===== src/source/bpu_macros.svh =====
`ifndef BPU_MACROS_SVH
`define BPU_MACROS_SVH

// datapath widths
`define XLEN            32
`define HIST_W          16

// direction predictor
`define BIMODAL_ENTRIES 512     // indexed by pc[9:1]
`define TAGE_ENTRIES    256     // per tagged table
`define TAG_W           10
`define PARTIAL_TAG_W   6       // upper tag bits compared on lookup

// target buffer, index pc[9:2], tag pc[31:10]
`define BTB_ENTRIES     256
`define BTB_TAG_W       22

// return stack
`define RAS_DEPTH       32
`define RAS_PTR_W       6       // one spare bit so full is representable

// rv32i control transfer opcodes
`define OPC_BRANCH      7'b1100011
`define OPC_JAL         7'b1101111
`define OPC_JALR        7'b1100111

`endif


===== src/source/bpu_pkg.sv =====
`default_nettype none

package bpu_pkg;

    // B-type view, conditional branches
    typedef struct packed {
        logic       imm12;
        logic [5:0] imm10_5;
        logic [4:0] rs2;
        logic [4:0] rs1;
        logic [2:0] funct3;
        logic [3:0] imm4_1;
        logic       imm11;
        logic [6:0] opcode;
    } b_t;

    // J-type view, jal
    typedef struct packed {
        logic       imm20;
        logic [9:0] imm10_1;
        logic       imm11;
        logic [7:0] imm19_12;
        logic [4:0] rd;
        logic [6:0] opcode;
    } j_t;

    // I-type view, jalr and return detection
    typedef struct packed {
        logic [11:0] imm12;
        logic [4:0]  rs1;
        logic [2:0]  funct3;
        logic [4:0]  rd;
        logic [6:0]  opcode;
    } i_t;

    typedef union packed {
        b_t b;
        j_t j;
        i_t i;
    } inst_u;

    // which table supplied the direction
    typedef enum logic [1:0] {
        PROV_BIMODAL = 2'd0,
        PROV_T0      = 2'd1,
        PROV_T1      = 2'd2
    } provider_e;

endpackage

`default_nettype wire


===== src/source/bpu_decode_select.sv =====
`timescale 1ns/1ps
`default_nettype none
`include "bpu_macros.svh"

module bpu_decode_select (
    input  wire [`XLEN-1:0]         pc_i,
    input  wire bpu_pkg::inst_u     inst_i,
    input  wire                     dir_taken_i,
    input  wire bpu_pkg::provider_e dir_provider_i,
    input  wire                     btb_hit_i,
    input  wire [`XLEN-1:0]         btb_target_i,
    input  wire                     ras_empty_i,
    input  wire [`XLEN-1:0]         ras_top_i,
    output logic                    branch_o,
    output logic                    pred_taken_o,
    output logic [`XLEN-1:0]        pred_pc_o,
    output bpu_pkg::provider_e      provider_o
);

    logic             is_branch;
    logic             is_jal;
    logic             is_jalr;
    logic             is_ret;
    logic [`XLEN-1:0] b_imm;
    logic [`XLEN-1:0] j_imm;
    logic [`XLEN-1:0] pc_plus4;

    assign is_branch = (inst_i.b.opcode == `OPC_BRANCH);
    assign is_jal    = (inst_i.j.opcode == `OPC_JAL);
    assign is_jalr   = (inst_i.i.opcode == `OPC_JALR);

    // jalr x0, 0(ra) or 0(t0)
    assign is_ret = is_jalr && (inst_i.i.rd == 5'd0) && (inst_i.i.imm12 == 12'd0) &&
                    ((inst_i.i.rs1 == 5'd1) || (inst_i.i.rs1 == 5'd5));

    assign b_imm = {{19{inst_i.b.imm12}}, inst_i.b.imm12, inst_i.b.imm11,
                    inst_i.b.imm10_5, inst_i.b.imm4_1, 1'b0};
    assign j_imm = {{11{inst_i.j.imm20}}, inst_i.j.imm20, inst_i.j.imm19_12,
                    inst_i.j.imm11, inst_i.j.imm10_1, 1'b0};

    assign pc_plus4 = pc_i + `XLEN'd4;

    always_comb begin
        branch_o     = is_branch || is_jal || is_jalr;
        pred_taken_o = 1'b0;
        pred_pc_o    = pc_plus4;
        provider_o   = bpu_pkg::PROV_BIMODAL;

        if (is_ret) begin
            if (!ras_empty_i) begin   // empty stack falls through to pc+4
                pred_taken_o = 1'b1;
                pred_pc_o    = ras_top_i;
            end
        end else if (is_jal) begin
            pred_taken_o = 1'b1;
            pred_pc_o    = btb_hit_i ? btb_target_i : pc_i + j_imm;
        end else if (is_branch || is_jalr) begin
            pred_taken_o = dir_taken_i;
            provider_o   = dir_provider_i;
            if (dir_taken_i) begin
                if (btb_hit_i) begin
                    pred_pc_o = btb_target_i;
                end else if (is_branch) begin
                    pred_pc_o = pc_i + b_imm;
                end
                // jalr without btb entry has no target to offer
            end
        end
    end

endmodule

`default_nettype wire


===== config.mk =====
export PLATFORM = sky130hd
export DESIGN_NAME = bpu_decode_select
export DESIGN_NICKNAME = d
export VERILOG_FILES = /design/src/source/bpu_pkg.sv /design/src/source/bpu_decode_select.sv
export VERILOG_INCLUDE_DIRS = /design/src /design/src/source
export SDC_FILE = /design/constraint.sdc
export NUM_CORES = 1
export LEC_CHECK = 0
export ABC_CLOCK_PERIOD_IN_PS = 5430
export BUFFER_PORTS_ARGS = -buffer_cell sky130_fd_sc_hd__buf_2
export CAP_MARGIN = 20
export CORE_MARGIN = 3
export CORE_UTILIZATION = 45
export DETAILED_ROUTE_END_ITERATION = 8
export GPL_TIMING_DRIVEN = 0
export PLACE_DENSITY = 0.78
export SYNTH_ARGS = -nofsm -noshare
export SYNTH_HDL_FRONTEND = slang
export SYNTH_SLANG_ARGS = --single-unit

===== constraint.sdc =====
create_clock -name vclk -period 5.43
set_input_delay 1.086 -clock vclk [all_inputs]
set_output_delay 1.086 -clock vclk [all_outputs]
set_load 0.02 [all_outputs]

==> impl_metrics.toml <==
[routing]
wirelength_um = 25000
drc_errors = 0
post_drt_wl_per_cell_um = 22.6
first_pass_iters = 6
via_count = 7477
drtAntennaViolNets = 0
drt-initial-drc-count = 875
routed_via_density = 6.75

[timing]
timing.final.crit_share = 0.971
finalHoldViolations = 0
final.setup.tns_ns = 0
slew_violations = 0
rsz0062_at_grt = "no"
max_freq_ghz = 0.190
whs_ns = 2.53
setup_violations = 0
worstMarginPinSlew_ns = 0.992
relSlewSlack = 0.339
fin_crit_ns = 5.27

[global_routing]
antenna_found_initial = 0
grt_pass1_wl_um = 37200
grtUsageTotal = 0.361
overflow = 0
grt_start_max_net_pins = 22
first_global_vias = 6841

[die]
io_pins = 169
rows = 39
dieArea_um2 = 13100
core-area_um2 = 11500
chipWidth_um = 115
fp.dieH_um = 115
start_util = 0.463

[logic_synthesis]
yosys_warnings = 0
yosys.area_share.adder = 0.111
synth_area_leaders = "ha_1, a21oi_1, nand2_1"
avgSynthCellArea_um2 = 6.65
synth-xor-area-share = 0.111
syn_nets = 977
ys_types = 84
synthCells = 798
synthSimpleGateAreaFrac = 0.264
synth_compound_area_frac = 0.414
synth.top_cell.area_share = 0.104
synthMuxAreaShare = 0.0231
synth_top_family_by_area = "compound AO/OA/AOI/OAI gates"
synth.largest_area_cell = "ha_1"
syn-cell-area_um2 = 5310
synth_seq_area_share = 0

[worst_setup_path]
critPathCaptureType = "output pin"
path_max_fanout = 5
path_class = "in -> out"
crit_required_ns = 4.34
worstPathArrival_ns = 4.19
crit_path_start_kind = "primary input"

[run]
maxCapViolations = 0

[placement]
gp_congestion = 1.02
numPortBuffers = 167
post_dp_cell_area_um2 = 6320
hpwl_um = 20000

[layout]
diodes = 0
area.sequential_um2 = 0
flops_and_latches = 0
utilization = 0.552
stdcell_area_um2 = 6330
fillers = 1197
nClkBuffers = 0
drive_above_1_share = 0.237
area_growth_pct = 19.2
fin_nets = 1146

[power]
power_switching_share = 0.604
vdd_drop_max_mv = 0.0573
p_seq_frac = 0
power_frac_comb = 1.000
clkPwrFrac = 0
p_int_uw = 248
power_switching_uw = 378
p_total_uw = 626
power_density_nw_per_um2 = 98.9
p_leak_nw = 2.76

[hold_path]
hold_class = "in -> out"
hold-path-cell-count = 3

[clock_network]
cts-resized-gates = 0
ctsHoldBuffers = 0
cts_setup_buffers = 0

[run_status]
status = "completed"
stage by stage:
stage,std cells,setup slack (ns)
floorplan,798,0.903
global placement,1108,0.0953
detailed placement,1108,0.125
CTS,1108,0.102
global route,1108,0.0313
finish,1108,0.158
layout make-up:
type	instances	area (um2)	area share
Tap cell	143	179	0.0283
Buffer	50	368	0.0581
Inverter	11	41.3	0.00652
Multi-Input combinational cell	737	4900	0.775
Timing Repair Buffer	167	836	0.132
worst max-delay path, cell delays in order:
cell and delay [ns]:
buf_2 0.13, ha_1 0.21, inv_1 0.06, fa_1 0.39, nand2b_1 0.19, a21oi_1 0.26, o21ai_1 0.20, a22oi_2 0.28
a21oi_1 0.26, xor2_1 0.22, a211oi_1 0.27, o31ai_1 0.11, o21ai_0 0.28, buf_2 0.23
cell usage in the layout, fill, tap and decap left out, drive strengths merged, types with 11 or more instances in the layout:
cell / Yosys / layout
a31oi: 18 / 18
inv: 11 / 11
buf: 18 / 185
a21o: 19 / 19
o211ai: 17 / 17
xnor2: 30 / 30
xor2: 37 / 37
nand2b: 13 / 13
o21ai: 74 / 74
a211oi: 11 / 11
clkbuf: 31 / 31
nor2: 59 / 59
nand4: 18 / 18
nor3: 21 / 21
nand3: 28 / 28
a21oi: 88 / 88
nand2: 101 / 101
ha: 44 / 44
o22ai: 12 / 12
cell families after synthesis:
logic type / after synthesis
AOI/OAI and AO/OA: 327
and+or+nand+nor: 285
xor gates and xnor gates: 67
buffers and inverters: 61
adders and majority gates: 46
muxes: 12
path summary, 6_finish.rpt:
| kind | start | endpoint | slack, ns |
|---|---|---|---|
| setup / recovery | pc_i[1] | pred_pc_o[21] | 0.16 |
| hold / removal | dir_provider_i[1] | provider_o[1] | 2.53 |
routing by layer:
metal	global-route usage	share of wire	wire, um	up-vias
met2	0.554	0.42	10600	580
met1	0.488	0.38	9610	3402
met4	0.158	0.055	1370	0
met3	0.0682	0.14	3430	109
li1	-	-	-	3386
met5	0	0	0	-
synth_stat cells, types with 4 or more instances:
library cell,number
a211oi_1,10
a21o_1,18
a21oi_1,83
a21oi_2,5
a221o_1,4
a221oi_1,6
a31oi_1,18
and3_1,10
buf_1,4
buf_2,6
buf_6,7
clkbuf_1,19
clkbuf_8,11
ha_1,44
inv_1,11
mux2i_1,10
nand2_1,99
nand2b_1,13
nand3_1,28
nand4_1,16
nor2_1,57
nor2b_1,5
nor3_1,21
nor4_1,8
o2111ai_1,8
o211ai_1,17
o21a_1,8
o21ai_0,65
o21ai_1,8
o221ai_1,10
o22ai_1,10
o31a_1,7
o31ai_1,6
or2_2,4
xnor2_1,30
xor2_1,37
power groups by stage:
stage                     logic [mW]  registers (mW)  clock network [mW]
after floorplan                0.411               0                   0
after global placement         0.603               0                   0
after detailed placement       0.605               0                   0
after CTS                      0.608               0                   0
after global routing           0.677               0                   0
final                          0.626               0                   0
Power figures use the tool's default switching activity.
