--- config.mk ---
export PLATFORM = sky130hd
export DESIGN_NAME = bpu_ras
export DESIGN_NICKNAME = d
export VERILOG_FILES = /design/src/source/bpu_pkg.sv /design/src/source/bpu_ras.sv
export VERILOG_INCLUDE_DIRS = /design/src /design/src/source
export SDC_FILE = /design/constraint.sdc
export NUM_CORES = 1
export LEC_CHECK = 0
export BUFFER_PORTS_ARGS = -buffer_cell sky130_fd_sc_hd__buf_2
export CAP_MARGIN = 15
export CORE_MARGIN = 3
export CORE_UTILIZATION = 58
export CTS_BUF_LIST = sky130_fd_sc_hd__clkbuf_8
export CTS_CLUSTER_DIAMETER = 100
export DETAILED_ROUTE_END_ITERATION = 8
export HOLD_SLACK_MARGIN = 0.15
export PLACE_DENSITY = 0.78
export SYNTH_ARGS = -nofsm -noshare
export SYNTH_HDL_FRONTEND = slang
export SYNTH_SLANG_ARGS = --single-unit
--- constraint.sdc ---
create_clock -name clk -period 6.5 [get_ports clk]
set_input_delay 0 -clock clk [delete_from_list [all_inputs] [get_ports clk]]
set_output_delay 0 -clock clk [all_outputs]
set_load 0.03 [all_outputs]
--- src/source/bpu_macros.svh ---
`ifndef BPU_MACROS_SVH
`define BPU_MACROS_SVH

// datapath widths
`define XLEN            32
`define HIST_W          16

// direction predictor
`define BIMODAL_ENTRIES 512     // indexed by pc[9:1]
`define TAGE_ENTRIES    256     // per tagged table
`define TAG_W           10
`define PARTIAL_TAG_W   6       // upper tag bits compared on lookup

// target buffer, index pc[9:2], tag pc[31:10]
`define BTB_ENTRIES     256
`define BTB_TAG_W       22

// return stack
`define RAS_DEPTH       32
`define RAS_PTR_W       6       // one spare bit so full is representable

// rv32i control transfer opcodes
`define OPC_BRANCH      7'b1100011
`define OPC_JAL         7'b1101111
`define OPC_JALR        7'b1100111

`endif

--- src/source/bpu_pkg.sv ---
`default_nettype none

package bpu_pkg;

    // B-type view, conditional branches
    typedef struct packed {
        logic       imm12;
        logic [5:0] imm10_5;
        logic [4:0] rs2;
        logic [4:0] rs1;
        logic [2:0] funct3;
        logic [3:0] imm4_1;
        logic       imm11;
        logic [6:0] opcode;
    } b_t;

    // J-type view, jal
    typedef struct packed {
        logic       imm20;
        logic [9:0] imm10_1;
        logic       imm11;
        logic [7:0] imm19_12;
        logic [4:0] rd;
        logic [6:0] opcode;
    } j_t;

    // I-type view, jalr and return detection
    typedef struct packed {
        logic [11:0] imm12;
        logic [4:0]  rs1;
        logic [2:0]  funct3;
        logic [4:0]  rd;
        logic [6:0]  opcode;
    } i_t;

    typedef union packed {
        b_t b;
        j_t j;
        i_t i;
    } inst_u;

    // which table supplied the direction
    typedef enum logic [1:0] {
        PROV_BIMODAL = 2'd0,
        PROV_T0      = 2'd1,
        PROV_T1      = 2'd2
    } provider_e;

endpackage

`default_nettype wire

--- src/source/bpu_ras.sv ---
`timescale 1ns/1ps
`default_nettype none
`include "bpu_macros.svh"

module bpu_ras (
    input  wire                 clk,
    input  wire                 rst,
    input  wire                 push_i,
    input  wire                 stall_i,
    input  wire [`XLEN-1:0]     push_addr_i,
    input  wire                 pop_valid_i,
    input  wire                 pop_taken_i,
    input  wire bpu_pkg::inst_u pop_inst_i,
    output logic                empty_o,
    output logic [`XLEN-1:0]    top_o
);

    localparam int IDX_W = $clog2(`RAS_DEPTH);

    logic [`XLEN-1:0]      stack_mem [`RAS_DEPTH];
    logic [`RAS_PTR_W-1:0] ptr_q;        // count of live entries
    logic [IDX_W-1:0]      top_idx;
    logic                  full;
    logic                  ret_exec;
    logic                  do_push;
    logic                  do_pop;

    assign empty_o = (ptr_q == '0);
    assign full    = (ptr_q == `RAS_PTR_W'(`RAS_DEPTH));
    assign top_idx = ptr_q[IDX_W-1:0] - 1'b1;
    assign top_o   = stack_mem[top_idx];

    // return seen at execute: jalr through ra or t0
    assign ret_exec = (pop_inst_i.i.opcode == `OPC_JALR) &&
                      ((pop_inst_i.i.rs1 == 5'd1) || (pop_inst_i.i.rs1 == 5'd5));

    assign do_push = push_i && !stall_i && !full;
    assign do_pop  = pop_valid_i && pop_taken_i && ret_exec && !empty_o;

    // push lands at the pointer even when a pop cancels the move
    always_ff @(posedge clk) begin
        if (do_push) begin
            stack_mem[ptr_q[IDX_W-1:0]] <= push_addr_i;
        end
    end

    always_ff @(posedge clk or posedge rst) begin
        if (rst) begin
            ptr_q <= '0;
        end else begin
            case ({do_push, do_pop})
                2'b10:   ptr_q <= ptr_q + 1'b1;
                2'b01:   ptr_q <= ptr_q - 1'b1;
                default: ptr_q <= ptr_q;   // idle, or push and pop cancel
            endcase
        end
    end

    a_ptr_bounded: assert property (@(posedge clk) disable iff (rst)
        ptr_q <= `RAS_PTR_W'(`RAS_DEPTH));

endmodule

`default_nettype wire

==> impl_metrics.tcl <==
set metrics [dict create \
    placed_cell_area_mm2 0.0416 \
    start_util_pct 59.0 \
    grt_max_degree 92 \
    crit_required_ns 6.50 \
    die-area_mm2 0.0721 \
    min_period_ns 4.96 \
    reg2reg_from "ptr_q[0]" \
    yosysUniqueCellTypes 43 \
    finalWirelength_mm 89.6 \
    total_power_uw 20500 \
    synthArstFlopShare_pct 0.583 \
    crit_buf_inv 3 \
    dpl.hpwl_mm 47.1 \
    synth_edf_count 1024 \
    cp_slowest_cell "ha_4" \
    layout_common_cells "1024 x edfxtp_1, 256 x mux4_2, 155 x clkbuf_8" \
    worst_pin_slew_ns 1.06 \
    htree_levels 4 \
    die_w_um 268 \
    overflow 0 \
    avgSynthCellArea_um2 23.2 \
    synth_area_mm2 0.0400 \
    grt_pass1_wl_mm 131 \
    grtUsageTotal_pct 25.5 \
    drt-wirelength-per-cell_um 30.3 \
    first_pass_iters 5 \
    max_clock_freq_mhz 202 \
    drc_errors 0 \
    critPathLaunchType "register" \
    drt_iter0_drc 2730 \
    crit_arrival_ns 4.96 \
    clk_latency_ns 0.79 \
    crit_chain "inv_1 -> ha_4 -> buf_4 -> mux4_2 -> nand2_1 -> a32o_1 -> a221oi_2 -> buf_2" \
    tns_ns 0 \
    peakVddDrop_v 0.000829 \
    clk_path_buf_depth 3 \
    coreArea_mm2 0.0678 \
    synth-seq-area-share_pct 77.3 \
    synth_fp_nets 1804 \
    syn_to_final_growth_pct 11.9 \
    viasPerCell 6.62 \
    row_count 95 \
    drive_gt1_share_pct 31.0 \
    grt_pass1_vias 20048 \
    cts-root-buf "clkbuf_8" \
    io_buffers 81 \
    p_leak_uw 0.0144 \
    postLayoutCellArea_mm2 0.0447 \
    crit_family "buffers and inverters" \
    cts_resized 0 \
    hold_viol 0 \
    hp-class "input pin to async pin" \
    critPathMaxStageDelay_ns 0.94 \
    ys_seq_elements 1030 \
    max-cap-violations 0 \
    ys.flop_type "edfxtp_1" \
    end_kind "output port" \
    antenna_left 0 \
    via_count 19594 \
    die_h_um 268 \
    numCtsBuffers 153 \
    netlist_instances 1724 \
    p_per_area_mw_per_mm2 458 \
    rsz0062_at_grt "false" \
    status "finished clean" \
    ys_warn_count 0 \
    finalCritPeriodShare_pct 76.3 \
    nets 2040 \
    crit_fanout 60 \
    worstSetupPathType "register to output port" \
    crit_start "ptr_q[0]" \
    io_pins 103 \
    gp_congestion 0.752 \
    skew_ns 0.0339 \
    relSlewSlack_pct 28.9 \
    final_common_cell "edfxtp_1" \
    drv_slew 0 \
    cts_tree "built" \
    post-cts-setup-buffers 0 \
    path_clk_slew_ns 0.07 \
    cts_sinks 1030 \
    setup_viol 0 \
    grt_antenna_before_repair 2 \
]
==> worst min-delay path: stages <==
cell and delay [ns]:
dlygate4sd3_1 0.52, buf_2 0.11, dlygate4sd3_1 0.54, inv_1 0.22
==> power breakdown <==
part	internal, µW	switching, µW
Combinational	3340	4830
Sequential	7500	141
Clock	2280	2410
==> synth_stat cells, types with 2 or more instances <==
master | instances | share of area (%)
edfxtp_1 | 1024 | 77
mux4_2 | 256 | 14
mux2i_1 | 98 | 2.5
nand2_1 | 81 | 0.76
buf_2 | 38 | 0.48
a32o_1 | 32 | 0.80
nor2_1 | 32 | 0.30
a221oi_2 | 30 | 1.1
buf_4 | 22 | 0.41
clkbuf_1 | 13 | 0.12
buf_6 | 10 | 0.28
ha_1 | 9 | 0.28
nand3_1 | 9 | 0.11
nor3_1 | 9 | 0.11
inv_1 | 7 | 0.066
dfrtp_1 | 6 | 0.38
o21ai_1 | 5 | 0.063
buf_1 | 4 | 0.038
a21oi_1 | 3 | 0.038
clkbuf_4 | 3 | 0.056
nand2b_1 | 3 | 0.047
nor2b_1 | 3 | 0.047
xor2_1 | 3 | 0.066
a221oi_1 | 2 | 0.044
nor4_1 | 2 | 0.031
o21ai_0 | 2 | 0.025
xnor2_1 | 2 | 0.044
==> kinds of logic (layout without fill, tap and decap cells) <==
| logic type | count (synthesis) | in the layout | synth area share [%] |
|---|---|---|---|
| multiplexers | 354 | 354 | 16.9 |
| AO/OA/AOI/OAI | 81 | 81 | 2.25 |
| adder cells (fa/ha/maj) | 10 | 10 | 0.332 |
| other | 0 | 1 | 0 |
| buffers and inverters | 99 | 460 | 1.54 |
| flip-flops | 1030 | 1030 | 77.3 |
| XOR/XNOR | 6 | 6 | 0.150 |
| AND/OR/NAND/NOR | 144 | 144 | 1.52 |
==> flip-flops by register name, indices dropped and copies added, names as in the netlist <==
register / flops
stack_mem: 1024
ptr_q: 6
==> layer usage <==
metal	up-vias	part of all wire [%]	track usage, %
li1	7858	-	-
met1	10288	38	36.2
met2	1268	49	40.4
met3	178	10	5.79
met4	2	2.4	8.40
met5	-	0.0078	0
==> through the flow <==
| stage | hold WS (ns) | instances | utilization [%] | setup WS (ns) |
|---|---|---|---|---|
| after floorplan | -0.209 | 1724 | - | 1.78 |
| after global placement | -0.0647 | 2638 | 61.4 | 2.21 |
| after detailed placement | -0.0591 | 2638 | 61.4 | 2.05 |
| after CTS | 0.168 | 2958 | 66.0 | 1.33 |
| after global routing | 0.243 | 2959 | 66.0 | 0.974 |
| final | 0.217 | 2959 | 66.0 | 1.54 |
==> repair_timing <==
item,CTS,global route
hold buffers,40,0
endpoints found under the hold margin,1136,0
endpoints found under the setup margin,0,0
==> worst paths after layout <==
check / to / slack (ns) / cells after the start
worst max-delay path: top_o[24] / 1.54 / 8
worst min-delay path: ptr_q[1] / 0.22 / 4
worst max register to register: stack_mem[7][27] / 2.09 / 7
worst min register to register: ptr_q[5] / 0.55 / 1
max in group asynchronous: ptr_q[0] / 6.03 / 4
min in group clk: stack_mem[15][5] / 0.25 / 2
==> area by class of cell <==
| type | count | area [µm²] |
|---|---|---|
| Multi-Input combinational cell | 595 | 8750 |
| Clock inverter | 125 | 589 |
| Tap cell | 873 | 1090 |
| Antenna cell | 1 | 2.50 |
| Inverter | 7 | 26.3 |
| Sequential cell | 1030 | 30900 |
| Clock buffer | 155 | 2130 |
| Timing Repair Buffer | 173 | 1230 |
| Fill cell | 4124 | 23000 |
Note: power is estimated with default switching activity, not from simulation.
